File: config.mk
export PLATFORM = sky130hd
export DESIGN_NAME = pattern_feeder
export DESIGN_NICKNAME = d
export VERILOG_FILES = /design/src/hw/mask_pkg.sv /design/src/hw/pattern_feeder.sv
export SDC_FILE = /design/constraint.sdc
export NUM_CORES = 1
export LEC_CHECK = 0
export ABC_CLOCK_PERIOD_IN_PS = 2600
export BUFFER_PORTS_ARGS = -buffer_cell sky130_fd_sc_hd__clkbuf_2
export CAP_MARGIN = 20
export CORE_UTILIZATION = 50
export DETAILED_ROUTE_END_ITERATION = 12
export GPL_TIMING_DRIVEN = 0
export PLACE_DENSITY = 0.73
export SYNTH_ARGS = -nofsm -noshare
export SYNTH_HDL_FRONTEND = slang
export SYNTH_SLANG_ARGS = --single-unit
File: constraint.sdc
create_clock -name clk -period 2.6 [get_ports clk]
set_input_delay 0.13 -clock clk [delete_from_list [all_inputs] [get_ports clk]]
set_output_delay 0.13 -clock clk [all_outputs]
set_load 0.02 [all_outputs]
File: src/hw/mask_pkg.sv
// shared widths and enum types for the coded-exposure mask generator, compile before the RTL
package mask_pkg;

	////////////////////
	// widths
	////////////////////

	// bits in the loaded pattern word
	localparam int PATTERN_BITS = 32;

	// pattern_w and the fwd/back pattern pointers
	localparam int PATTERN_IDX_BITS = 5;

	// sensor_w and the fill counter, enough for a 1920 column sensor
	localparam int SENSOR_W_BITS = 11;

	////////////////////
	// opcodes
	////////////////////

	// mask type selected by the host
	// codes 10 and 11 are not named and fall back to repeat
	typedef enum logic [1:0] {
		MASK_REPEAT = 2'b00,
		MASK_SLIDE  = 2'b01
	} mask_type_e;

	// command from the pattern feeder to the row buffer
	// left shift enters at column sensor_w-1, right shift enters at column 0
	typedef enum logic [1:0] {
		ROW_HOLD        = 2'b00,
		ROW_CLEAR       = 2'b01,
		ROW_SHIFT_LEFT  = 2'b10,
		ROW_SHIFT_RIGHT = 2'b11
	} row_op_e;

endpackage
File: src/hw/pattern_feeder.sv
// stores the loaded pattern and sequences load, fill and run, driving the row buffer bit by bit
module pattern_feeder (
	input  logic                                    clk,
	input  logic                                    rst_n,
	input  logic                                    clk_en,
	input  logic [mask_pkg::SENSOR_W_BITS-1:0]      sensor_w,
	input  logic [mask_pkg::PATTERN_IDX_BITS-1:0]   pattern_w,
	input  logic [0:mask_pkg::PATTERN_BITS-1]       pattern,
	input  logic                                    right_sliding,
	input  logic                                    load_pattern,
	input  mask_pkg::mask_type_e                    mask_type,
	output mask_pkg::row_op_e                       row_op,
	output logic                                    in_bit,
	output logic                                    publish,
	output logic                                    invalidate
);
	import mask_pkg::*;

	typedef enum logic [1:0] {
		PH_IDLE,
		PH_FILL,
		PH_RUN
	} phase_e;

	// pattern bit 0 sits at index 0, the first bit of the word
	logic [0:PATTERN_BITS-1]      stored_pattern;
	logic [PATTERN_IDX_BITS-1:0]  fwd_ptr;
	logic [PATTERN_IDX_BITS-1:0]  back_ptr;
	logic [SENSOR_W_BITS-1:0]     fill_cnt;
	logic                         first_run;
	logic                         fill_done;
	logic                         slide_mode;
	phase_e                       phase;

	// pointer steps, modulo pattern_w
	function automatic logic [PATTERN_IDX_BITS-1:0] ptr_up(
		input logic [PATTERN_IDX_BITS-1:0] p,
		input logic [PATTERN_IDX_BITS-1:0] w
	);
		ptr_up = (p == w - 1'b1) ? '0 : p + 1'b1;
	endfunction

	function automatic logic [PATTERN_IDX_BITS-1:0] ptr_down(
		input logic [PATTERN_IDX_BITS-1:0] p,
		input logic [PATTERN_IDX_BITS-1:0] w
	);
		ptr_down = (p == '0) ? w - 1'b1 : p - 1'b1;
	endfunction

	// unknown mask codes run as repeat
	assign slide_mode = (mask_type == MASK_SLIDE);
	// last fill shift is the one that brings the count up to sensor_w
	assign fill_done  = (fill_cnt + SENSOR_W_BITS'(1) >= sensor_w);
	// a load always drops the published row
	assign invalidate = load_pattern;

	////////////////////
	// pattern store
	////////////////////

	always_ff @(posedge clk)
	begin
		if (clk_en && load_pattern)
			stored_pattern <= pattern;
	end

	////////////////////
	// phase control
	////////////////////

	always_ff @(posedge clk or negedge rst_n)
	begin
		if (!rst_n)
		begin
			phase     <= PH_IDLE;
			fwd_ptr   <= '0;
			back_ptr  <= '0;
			fill_cnt  <= '0;
			first_run <= 1'b0;
		end
		else if (clk_en)
		begin
			if (load_pattern)
			begin
				// restart from any phase, back pointer sits one step behind bit 0
				phase     <= PH_FILL;
				fwd_ptr   <= '0;
				back_ptr  <= pattern_w - 1'b1;
				fill_cnt  <= '0;
				first_run <= 1'b0;
			end
			else
			begin
				case (phase)
					PH_FILL:
					begin
						fwd_ptr  <= ptr_up(fwd_ptr, pattern_w);
						fill_cnt <= fill_cnt + 1'b1;
						if (fill_done)
						begin
							phase     <= PH_RUN;
							first_run <= 1'b1;
						end
					end
					PH_RUN:
					begin
						first_run <= 1'b0;
						// both pointers move together so either direction stays aligned
						if (slide_mode && right_sliding)
						begin
							fwd_ptr  <= ptr_down(fwd_ptr, pattern_w);
							back_ptr <= ptr_down(back_ptr, pattern_w);
						end
						else if (slide_mode)
						begin
							fwd_ptr  <= ptr_up(fwd_ptr, pattern_w);
							back_ptr <= ptr_up(back_ptr, pattern_w);
						end
					end
					default:
					begin
						phase <= PH_IDLE;
					end
				endcase
			end
		end
	end

	////////////////////
	// row commands
	////////////////////

	always_comb
	begin
		row_op  = ROW_HOLD;
		in_bit  = 1'b0;
		publish = 1'b0;
		if (load_pattern)
			row_op = ROW_CLEAR;
		else if (phase == PH_FILL)
		begin
			row_op = ROW_SHIFT_LEFT;
			in_bit = stored_pattern[fwd_ptr];
		end
		else if (phase == PH_RUN)
		begin
			if (slide_mode)
			begin
				// publish the current offset, the shift lands after it
				publish = 1'b1;
				row_op  = right_sliding ? ROW_SHIFT_RIGHT : ROW_SHIFT_LEFT;
				in_bit  = right_sliding ? stored_pattern[back_ptr] : stored_pattern[fwd_ptr];
			end
			else
				publish = first_run;
		end
	end

endmodule

# Word-level counts from Yosys, hierarchy flattened
# Cells that the tools add are included.
dict set report totals {
  input_bits 55
  romBits 0
  ramBits 0
  wordCells 78
  mem_count 0
  regBits 56
  latchBits 0
  output_inout_bits 5
}
dict set report classes {
  addsub 6
  multipliers 0
  n_bitwise 2
  n_reduce_logical 13
  muxes 40
  eq_ne 8
  shifts 0
  n_lt_le_gt_ge 3
  n_div 0
}
# operator n
set op_table {}
lappend op_table {{5-bit two-way mux} 11}
lappend op_table {{11-bit two-way mux} 2}
lappend op_table {{1-bit two-way mux} 16}
lappend op_table {{5-bit by 1-bit subtractor with 5-bit output (second input constant)} 3}
lappend op_table {{6-bit greater-or-equal comparator (second input constant)} 2}
lappend op_table {{2-bit two-way mux} 6}
lappend op_table {{5-bit inverter with 6-bit output} 2}
lappend op_table {{3-bit AND reduction} 4}
lappend op_table {{11-bit by 1-bit adder with 11-bit output (second input constant)} 1}
lappend op_table {{11-bit greater-or-equal comparator} 1}
lappend op_table {{5-bit by 1-bit adder with 5-bit output (second input constant)} 2}
lappend op_table {{1-bit binary-select mux with 5-bit select} 2}
lappend op_table {{5-bit equality test} 2}
lappend op_table {{5-bit zero test} 2}
lappend op_table {{5-bit case mux with 2 select lines} 1}
lappend op_table {{3-bit nonzero test} 2}
lappend op_table {{2-bit by 1-bit equality test with 1-bit output (second input constant)} 2}
lappend op_table {{4-bit != test (second input constant)} 1}
lappend op_table {{2-bit case mux with 2 select lines} 1}
lappend op_table {{2-bit nonzero test} 2}
lappend op_table {{3-bit != test (second input constant)} 1}
lappend op_table {{2-bit equality test (second input constant)} 1}
lappend op_table {{1-bit logical AND} 2}
lappend op_table {{2-bit != test (second input constant)} 1}
lappend op_table {{2 further kinds} 2}

# Depth between registers and ports, before layout
# Gate-level depths: netlist of run 1.
dict set report logic_depth {
  depth_word 9
  depth_mapped 11
  ltp_nobuf 11
}

# Worst setup path after synthesis of run 1
# No wires, ideal clock.
dict set report synth_timing {
  kind {flip-flop to flip-flop}
  from {register fill_cnt[0]}
  to {register phase[1]}
  t_required_ns 2.476
  setup_time_ns 0.124
  path_stages_with_launch 11
  t_arrival_ns 2.322
  path_buffers 0
  period_less_slack_ns 2.446
  path_slack_ns 0.154
  path_cell_list {dfrtp_1 > ha_1 > nand2_1 > nor4_1 > xor2_1 > ha_1 > a21oi_1 > nand3_1 > a221oi_1 > nor3b_1 > a211o_1}
}
dict set report synth_via {
  elab_chain_cells 4
}
# element line_no
set synth_rtl {}
lappend synth_rtl {{start: declaration} pattern_feeder.sv:29} ;# logic [SENSOR_W_BITS-1:0] fill_cnt;
lappend synth_rtl {{start signal: assignment} pattern_feeder.sv:98} ;# fill_cnt <= fill_cnt + 1'b1;
lappend synth_rtl {{11-bit by 1-bit adder with 11-bit output} pattern_feeder.sv:53} ;# assign fill_done = (fill_cnt + SENSOR_W_BITS'(1) >= sensor_w);
lappend synth_rtl {{11-bit greater-or-equal comparator} pattern_feeder.sv:53}
lappend synth_rtl {{3-bit != test (no line)} --}
lappend synth_rtl {{3-bit AND reduction (no line)} --}
lappend synth_rtl {{end signal: assignment} pattern_feeder.sv:75} ;# phase <= PH_IDLE;
lappend synth_rtl {{end signal: assignment} pattern_feeder.sv:86} ;# phase <= PH_FILL;
lappend synth_rtl {{end signal: assignment} pattern_feeder.sv:101} ;# phase <= PH_RUN;
lappend synth_rtl {{end: declaration} pattern_feeder.sv:33} ;# phase_e phase;
# No other way between the ends.
# A chain may end at the register's enable or synchronous reset.

# Worst setup path after layout of run 1
# Ends and elaborated chain as after synthesis.

==> run metrics, run 1 <==
initial antenna violation count 0; starting density of the core 0.520; maximum number of pins on one net before global-route repair 25; Crit path depth 11; post-synthesis adder-cell area fraction 0.0558; end of the critical path phase[1]; reg2reg start fill_cnt[0]; Worst Max-Slew Pin Slew 0.692 ns; Async SR Flop Fraction 0.429; average wire per standard cell 17.6 um; hold crit path type in -> reg; Placer Congestion 0.926; Layout area overhead 26.7%; Worst R2R End phase[1]; number of routed nets with antenna violations 0; Mean Syn Cell Area 10.8 um^2; 1st-iter DRT viols 177; synthesized area 3810 um^2; setup ws final 0.0601 ns; synthesized-area fraction occupied by xor and xnor cells 0.0754; Power Density 635 nW/um^2; # Max-Cap Violations 0; die area 7980 um^2; critical path data arrival time 2.76 ns; CP required 2.82 ns; CP max FO 3; DR vias 3286; Total GRT Usage 0.252; Non-Filler Instances 555; fmax 394 MHz; Total Wirelength 9.75 mm; Setup Slack @ Placement -0.309 ns; most frequent cells in the layout 56 x clkbuf_2, 33 x dlygate4sd3_1, 32 x edfxtp_1; sequential cell area 1560 um^2; Ant. Diodes 0; startpoint types flop; Crit Path Class reg -> reg; commonest non-fill, non-tap cell in the layout clkbuf_2; clk buf depth 2; Pleak 2.01 nW; multi-input logic area 2160 um^2; Post-Synthesis Cells 353; Overflow after GRT 0; CTS tree done; final period utilization 0.977; Synth cell types 60; largest family of logic cells by synthesized area simple AND/OR/NAND/NOR gates; Max Slew Vio Count 0; final hold violation count 0; CP endpoint kind flop; CP max-delay cell dfrtp_1; slew margin rel. 0.539; RSZ-0062 raised after global routing true; outcome finished, final reports clean; CP Buf/Inv Count 1; H-tree Lvls 2; CTS Sinks 56; Core Rows 31; vias per cell 5.92; core box area 7330 um^2; Most used DFF post-synth edfxtp_1; drt drc 0; Synth Area in Compound Gates 0.143; CP delay by family, top simple AND/OR/NAND/NOR gates; vias in the first global route 3219; syn_nets 425; dpl cells 508; final critical-path required period 2.54 ns; EDFF count, synth 32; fillers 563; multiplexer share of the synthesized area 0.116; yosys warns 0; Ports 60; setup slack, reg-to-reg 0.06 ns; die extent in x 89.4 um; share of cells above drive strength 1 0.265; first-pass GRT wire length 15.2 mm; die height 89.4 um; #FFs+latches synth 56; Worst Clk Skew 0.00926 ns; Setup crit start fill_cnt[0]; Clk Latency, worst-skew pair 0.33 ns; Peak VDD IR 0.337 mV; clock root cell clkbuf_8; DR pass1 iterations 5; Seq/Total Area, Yosys 0.409; Simple-Gate Fraction of Synth Area 0.149; Clock transition at path regs 0.12 ns; fin nets 527; Post-DP HPWL 6.57 mm; Final Setup Violations 0; most frequent CP cell nand3_2; R2R depth 11; Worst path max stage delay 0.43 ns; minimum hold slack 0.274 ns; port buffer count 55; TritonCTS Buffers 5; crit-path cells buf_4 -> nand2_2 -> nor2_4 -> nand3_2 -> xnor2_1 -> ha_1 -> nand3_2 -> nor3_4 -> a221oi_4 -> or2_2 -> a211o_1
==> routing by layer <==
| layer | up-vias | global-route usage | routed length [um] |
|---|---|---|---|
| li1 | 1526 | - | - |
| met1 | 1604 | 0.331 | 4110 |
| met2 | 136 | 0.432 | 4900 |
| met3 | 20 | 0.0351 | 553 |
| met4 | 0 | 0.0794 | 194 |
| met5 | - | 0 | 0 |
==> metrics by stage <==
| step | power (W) | util | TNS (ns) | area (um^2) |
|---|---|---|---|---|
| 5_1_grt | 0.00324 | 0.659 | -0.0655 | 4830 |
| 4_1_cts | 0.00301 | 0.643 | 0 | 4720 |
| 6_report | 0.00307 | 0.659 | 0 | 4830 |
| 3_5_place_dp | 0.00242 | 0.579 | -0.675 | 4240 |
| 2_1_floorplan | 0.00211 | - | 0 | 3810 |
| 3_3_place_gp | 0.00238 | 0.575 | -0.509 | 4210 |
==> area by class of cell <==
| type | instances | share of cell area |
|---|---|---|
| well taps | 99 | 0.0256 |
| repair buffers | 97 | 0.143 |
| plain buffers | 24 | 0.0251 |
| clock buffers | 5 | 0.0142 |
| flip-flops and latches | 56 | 0.323 |
| clock inverters | 3 | 0.00544 |
| inverters | 21 | 0.0163 |
| multi-input cells | 250 | 0.446 |
==> worst min-delay path by stage <==
stage | cells after the start | start | slack (ns) | endpoint
3_5_place_dp | 1 | rst_n | 0.19 | fill_cnt[4]
2_1_floorplan | 0 | rst_n | -0.17 | back_ptr[0]
3_3_place_gp | 1 | rst_n | 0.17 | fill_cnt[4]
6_report | 5 | right_sliding | 0.27 | fwd_ptr[4]
5_1_grt | 5 | right_sliding | 0.30 | fwd_ptr[4]
4_1_cts | 1 | pattern[26] | 0.003 | stored_pattern[26]
==> what timing repair did <==
| action | CTS | global route |
|---|---|---|
| hold buffers | 32 | 1 |
| gates resized for setup | 8 | 17 |
| pin swaps | 1 | 8 |
| cloned | 0 | 0 |
| buffers inserted | 4 | 4 |
| hold endpoints to repair | 55 | 1 |
| endpoints found under the setup margin | 4 | 5 |
==> synthesized netlist by cell type (4+ instances only) <==
cell      number  area share
nor2b_1        5      0.0082
nand3_1       19       0.025
xnor2_1       15       0.034
dfrtp_1       24        0.16
nand2_1       22       0.022
o31ai_1        4      0.0079
buf_2          8       0.010
a31oi_1        6      0.0098
a22o_1         6       0.014
clkbuf_1      14       0.014
xor2_1        10       0.023
nor3b_1        7       0.014
edfxtp_1      32        0.25
ha_1          17       0.056
mux4_2        16       0.094
inv_1         21       0.021
a211o_1        4      0.0092
o21ai_0       16       0.021
a21oi_1       10       0.013
o211ai_1       4      0.0079
mux2i_1        6       0.016
nand4_1        5      0.0082
nor3_1         6      0.0079
nor2_1        18       0.018
==> state kept, by name, indices dropped and copies added, names as in the netlist <==
register and cells:
first_run 1, phase 2, fill_cnt 11, back_ptr 5, fwd_ptr 5, stored_pattern 32
==> where the power goes <==
part | internal (W) | switching, W
Combinational | 0.000683 | 0.000719
Clock | 0.000199 | 0.000319
Sequential | 0.00105 | 0.0000972
==> worst reg2reg max path: cells and delay by family, from the launching register on <==
| family | cells | cell delay [ns] |
|---|---|---|
| fa+ha+maj | 1 | 0.37 |
| buf+inv | 1 | 0.16 |
| flops | 1 | 0.43 |
| simple gates | 6 | 0.95 |
| xor+xnor | 1 | 0.15 |
| compound gates | 2 | 0.39 |
==> kinds of logic after synthesis <==
| family | Yosys count |
|---|---|
| AOI/OAI and AO/OA | 76 |
| DFF | 56 |
| xor gates and xnor gates | 28 |
| and+or+nand+nor | 105 |
| buffers and inverters | 47 |
| adders and majority gates | 17 |
| muxes | 24 |
(Power assumes the default switching activity.)
==> inputs of run 2 (changes only) <==
ABC_CLOCK_PERIOD_IN_PS = 2200   (was 2600)
CTS_BUF_LIST = sky130_fd_sc_hd__clkbuf_8   (was default)
clock period = 2.2 ns   (was 2.6 ns; I/O delays follow)
==> run 2 against run 1 <==
The run now ends with negative setup slack left. Global-route usage rose by 0.16 points. Die area unchanged. Non-clock buffer count is 8 higher. Critical endpoint unchanged. Largest power group unchanged.
==> run metrics, run 2 (synthesis gave the netlist of run 1 again) <==
final critical-path required period 2.42 ns; Largest register FFs 32; die area 7980 um^2; Max Slew Vio Count 0; final core occ 0.677; Clk Latency, worst-skew pair 0.32 ns; clock root cell clkbuf_8; startpoint types flop; die height 89.4 um; Post-DP Area 4330 um^2; CP max FO 4; fillers 553; drt drc 0; reg2reg start fill_cnt[0]; DR pass1 iterations 5; Ant. Diodes 0; CP endpoint kind flop; DR vias 3279; Pleak 2.08 nW; Total Wirelength 9.80 mm; Worst Clk Skew 0.00513 ns; vias per cell 5.82; 1st-iter DRT viols 295; Crit Path Class reg -> reg; RSZ-0062 raised after global routing true; final period utilization 1.10; Total GRT Usage 0.253; most frequent cells in the layout 54 x clkbuf_2, 33 x dlygate4sd3_1, 32 x edfxtp_1; initial antenna violation count 0; commonest non-fill, non-tap cell in the layout clkbuf_2; Worst Max-Slew Pin Slew 0.796 ns; Final Cell Area 4960 um^2; Placer Congestion 0.887; slew margin rel. 0.469; starting density of the core 0.520; Overflow after GRT 0; Design Power 0.00370 W; # Max-Cap Violations 0; final hold violation count 0; Biggest register stored_pattern; number of routed nets with antenna violations 0; Setup crit start fill_cnt[0]; TritonCTS Buffers 5; maximum number of pins on one net before global-route repair 25; CTS tree done; fin nets 535; Core Rows 31; CTS Sinks 56; Layout area overhead 30.1%; Setup Slack @ Placement -0.330 ns; Ports 60; failing checks negative setup slack; CP required 2.41 ns; Hold Startpoint right_sliding; port buffer count 55; Peak VDD IR 0.398 mV; fmax 413 MHz; first-pass GRT wire length 15.1 mm; Clock transition at path regs 0.11 ns; hold crit path type in -> reg; critical path data arrival time 2.63 ns; average wire per standard cell 17.4 um; largest registers stored_pattern x32, fill_cnt x11; H-tree Lvls 2; outcome complete, but fails checks; Final Setup Violations 4; share of cells above drive strength 1 0.310; Post-DP HPWL 6.50 mm; core box area 7330 um^2; clk buf depth 2; die extent in x 89.4 um; Power Density 745 nW/um^2; vias in the first global route 3070; setup ws final -0.222 ns
-- run 2: cell count changes in the layout (fill, tap and decap cells not counted), moves of 2 or more --
cell,before,now
ha_1,16,14
dfrtp_1,23,18
buf_4,9,20
dfrtp_2,1,6
clkbuf_2,56,54
clkbuf_1,12,10
-- run 2: where the power goes --
group	switching, W	total, W	internal (W)
logic	0.000879	0.00175	0.000872
registers	0.000113	0.00136	0.00125
clock network	0.000357	0.000586	0.000229
-- run 2: cell type report --
| class | instances | area (um^2) | area share |
|---|---|---|---|
| multi-input combinational | 250 | 2210 | 0.446 |
| clock inverter | 3 | 22.5 | 0.00454 |
| inverter | 21 | 78.8 | 0.0159 |
| sequential | 56 | 1570 | 0.316 |
| buffer | 24 | 133 | 0.0267 |
| tap | 99 | 124 | 0.0250 |
| clock buffer | 5 | 68.8 | 0.0139 |
| timing repair buffer | 105 | 756 | 0.152 |
-- run 2: worst paths after layout --
kind / endpoint / depth (start not counted) / slack, ns
setup reg to reg: phase[1] / 10 / -0.22
min in group asynchronous: fwd_ptr[3] / 2 / 0.38
hold / removal: fwd_ptr[4] / 5 / 0.24
max in group asynchronous: fill_cnt[2] / 2 / 1.34
setup / recovery: phase[1] / 10 / -0.22
hold reg to reg: fill_cnt[10] / 1 / 0.54
-- run 2: timing repair --
item	4_1_cts	5_1_grt
endpoints found under the hold margin	56	0
setup endpoints to repair	11	12
pin swaps	6	7
hold buffers	33	0
setup buffers	9	7
resized for setup	14	17
-- run 2: through the flow --
stage | hold WS, ns | TNS [ns] | std cells
after detailed placement | 0.174 | -1.26 | 508
final | 0.236 | -0.697 | 563
after global routing | 0.250 | -1.19 | 563
after CTS | 0.212 | -0.535 | 556
after floorplan | -0.186 | -0.0188 | 353
after global placement | 0.163 | -1.09 | 507
-- run 2: critical path, stage by stage, from the launching register on --
cell      delay (ns)
dfrtp_2         0.44
ha_4            0.18
nand2_4         0.07
nor4_4          0.15
xor2_1          0.22
ha_1            0.28
a21oi_2         0.18
nand3_2         0.12
a221oi_4        0.34
nor3b_2         0.09
a211o_1         0.23
-- run 2: per-layer routing --
metal,up-vias,track usage,share of wire
li1,1540,-,-
met1,1580,0.326,0.41
met2,135,0.432,0.50
met3,24,0.0360,0.057
met4,0,0.0996,0.026
met5,-,0,0
==> inputs of run 3 (changes only) <==
CORE_UTILIZATION = 40   (was 50)
PLACE_DENSITY = default   (was 0.73)
==> run 3 against run 2 <==
The run still ends with negative setup slack left. Register-to-register slack better by 0.05 ns. Design area increased by 1.1%. Wire length fell by 1.0%. Setup slack better by 0.029 ns. Critical path type is now reg -> out. Critical endpoint is now in_bit. Largest cell class unchanged.
==> run metrics, run 3 (synthesis gave the netlist of run 1 again) <==
outcome complete, but fails checks; failing checks negative setup slack; commonest non-fill, non-tap cell in the layout clkbuf_2; Total Wirelength 9.70 mm; CP required 2.09 ns; initial antenna violation count 0; Layout area overhead 31.5%; Crit Path Class reg -> out; most frequent CP cell mux4_2; Total GRT Usage 0.207; CP max-delay cell mux4_2; Final Setup Violations 4; Clk Latency, worst-skew pair 0.32 ns; RSZ-0062 raised after global routing true; vias in the first global route 3202; number of routed nets with antenna violations 0; Largest register FFs 32; TritonCTS Buffers 5; Comb pwr share 0.466; clock share of power 0.166; slew margin rel. 0.415; Overflow after GRT 0; hold crit path type in -> reg; Worst R2R End phase[1]; Power Density 748 nW/um^2; Psw 0.00137 W; Core Rows 35; top sig layer met4; Pleak 2.11 nW; setup slack, reg-to-reg -0.17 ns; minimum hold slack 0.241 ns; # Max-Cap Violations 0; fmax 418 MHz; H-tree Lvls 2; Peak VDD IR 0.370 mV; Worst Clk Skew 0.0130 ns; die area 9930 um^2; CP endpoint kind output pin; DR pass1 iterations 4; Seq pwr share 0.368; most frequent cells in the layout 55 x clkbuf_2, 33 x dlygate4sd3_1, 32 x edfxtp_1; vias per cell 5.33; worst hold stages 5; Setup Slack @ Placement -0.291 ns; Worst path max stage delay 0.52 ns; port buffer count 55; die extent in x 99.7 um; Clock transition at path regs 0.12 ns; met2 wire len 4.71 mm; die height 99.7 um; final hold violation count 0; core box area 9240 um^2; crit-path cells buf_6 -> mux4_2 -> mux4_2 -> mux2i_1 -> o21ai_1 -> buf_2; Ant. Diodes 0; drt drc 0; Placer Congestion 0.896; reg2reg start fill_cnt[1]; Biggest register stored_pattern; fin nets 536; 1st-iter DRT viols 114; first-pass GRT wire length 16.0 mm; final critical-path required period 2.39 ns; Pint 0.00238 W; average wire per standard cell 16.3 um; share of cells above drive strength 1 0.308; Net Sw Frac 0.365; Setup crit start back_ptr[0]; CTS tree done; clk buf depth 2; Hold Startpoint right_sliding; met3 WL 438 um; DR vias 3166; maximum number of pins on one net before global-route repair 25; Worst Max-Slew Pin Slew 0.877 ns; hold worst-path end fwd_ptr[4]; R2R depth 11; CTS Sinks 56; CP max FO 5; Post-DP HPWL 6.85 mm; largest registers stored_pattern x32, fill_cnt x11; startpoint types flop; met1 WL 4.43 mm; clock root cell clkbuf_8; critical path data arrival time 2.28 ns; Max Slew Vio Count 0; Ports 60; final period utilization 1.09; starting density of the core 0.413; setup ws final -0.193 ns
run 3: how the worst max path moves through the flow:
stage | end | slack [ns] | cells past startpoint
after global placement | phase[1] | -0.30 | 9
final | in_bit | -0.19 | 6
after floorplan | phase[1] | -0.02 | 9
after CTS | in_bit | -0.19 | 6
after global routing | phase[1] | -0.29 | 9
after detailed placement | phase[1] | -0.29 | 9
run 3: power groups by stage:
stage / clock, W / sequential (W) / combinational [W]
final: 0.000622 / 0.00138 / 0.00175
after global routing: 0.000684 / 0.00140 / 0.00191
after CTS: 0.000632 / 0.00137 / 0.00165
after detailed placement: 0 / 0.00139 / 0.00151
after global placement: 0 / 0.00138 / 0.00148
after floorplan: 0 / 0.00134 / 0.00117
run 3: stage by stage:
| stage | std cells | total power [W] | setup TNS [ns] | util | area [um^2] |
|---|---|---|---|---|---|
| 4_1_cts | 588 | 0.00365 | -0.658 | 0.532 | 4910 |
| 6_report | 594 | 0.00375 | -0.518 | 0.543 | 5010 |
| 2_1_floorplan | 353 | 0.00251 | -0.0188 | - | 3900 |
| 5_1_grt | 594 | 0.00399 | -1.02 | 0.543 | 5010 |
| 3_5_place_dp | 538 | 0.00290 | -1.43 | 0.473 | 4370 |
| 3_3_place_gp | 537 | 0.00287 | -1.34 | 0.470 | 4340 |
run 3: critical path, delay by kind of cell, from the launching register on:
family | cells | cell delay [ns]
mux | 3 | 1.13
flops | 1 | 0.42
compound gates | 1 | 0.08
buf+inv | 2 | 0.32
run 3: what timing repair did:
item / 4_1_cts / 5_1_grt
hold endpoints to repair: 56 / 0
resized for setup: 14 / 15
pin swaps: 4 / 6
endpoints found under the setup margin: 13 / 14
buffers inserted: 11 / 7
hold buffers: 33 / 0
run 3: cell type report:
| type | instances | area, um^2 |
|---|---|---|
| tap | 129 | 161 |
| sequential | 56 | 1570 |
| multi-input combinational | 250 | 2190 |
| timing repair buffer | 107 | 781 |
| clock inverter | 3 | 26.3 |
| buffer | 23 | 136 |
| clock buffer | 5 | 68.8 |
| inverter | 21 | 78.8 |
| fill | 835 | 4230 |
run 3: layer usage:
layer / vias up / track usage
li1: 1550 / -
met1: 1517 / 0.285
met2: 89 / 0.346
met3: 10 / 0.0302
met4: 0 / 0.0509
met5: - / 0
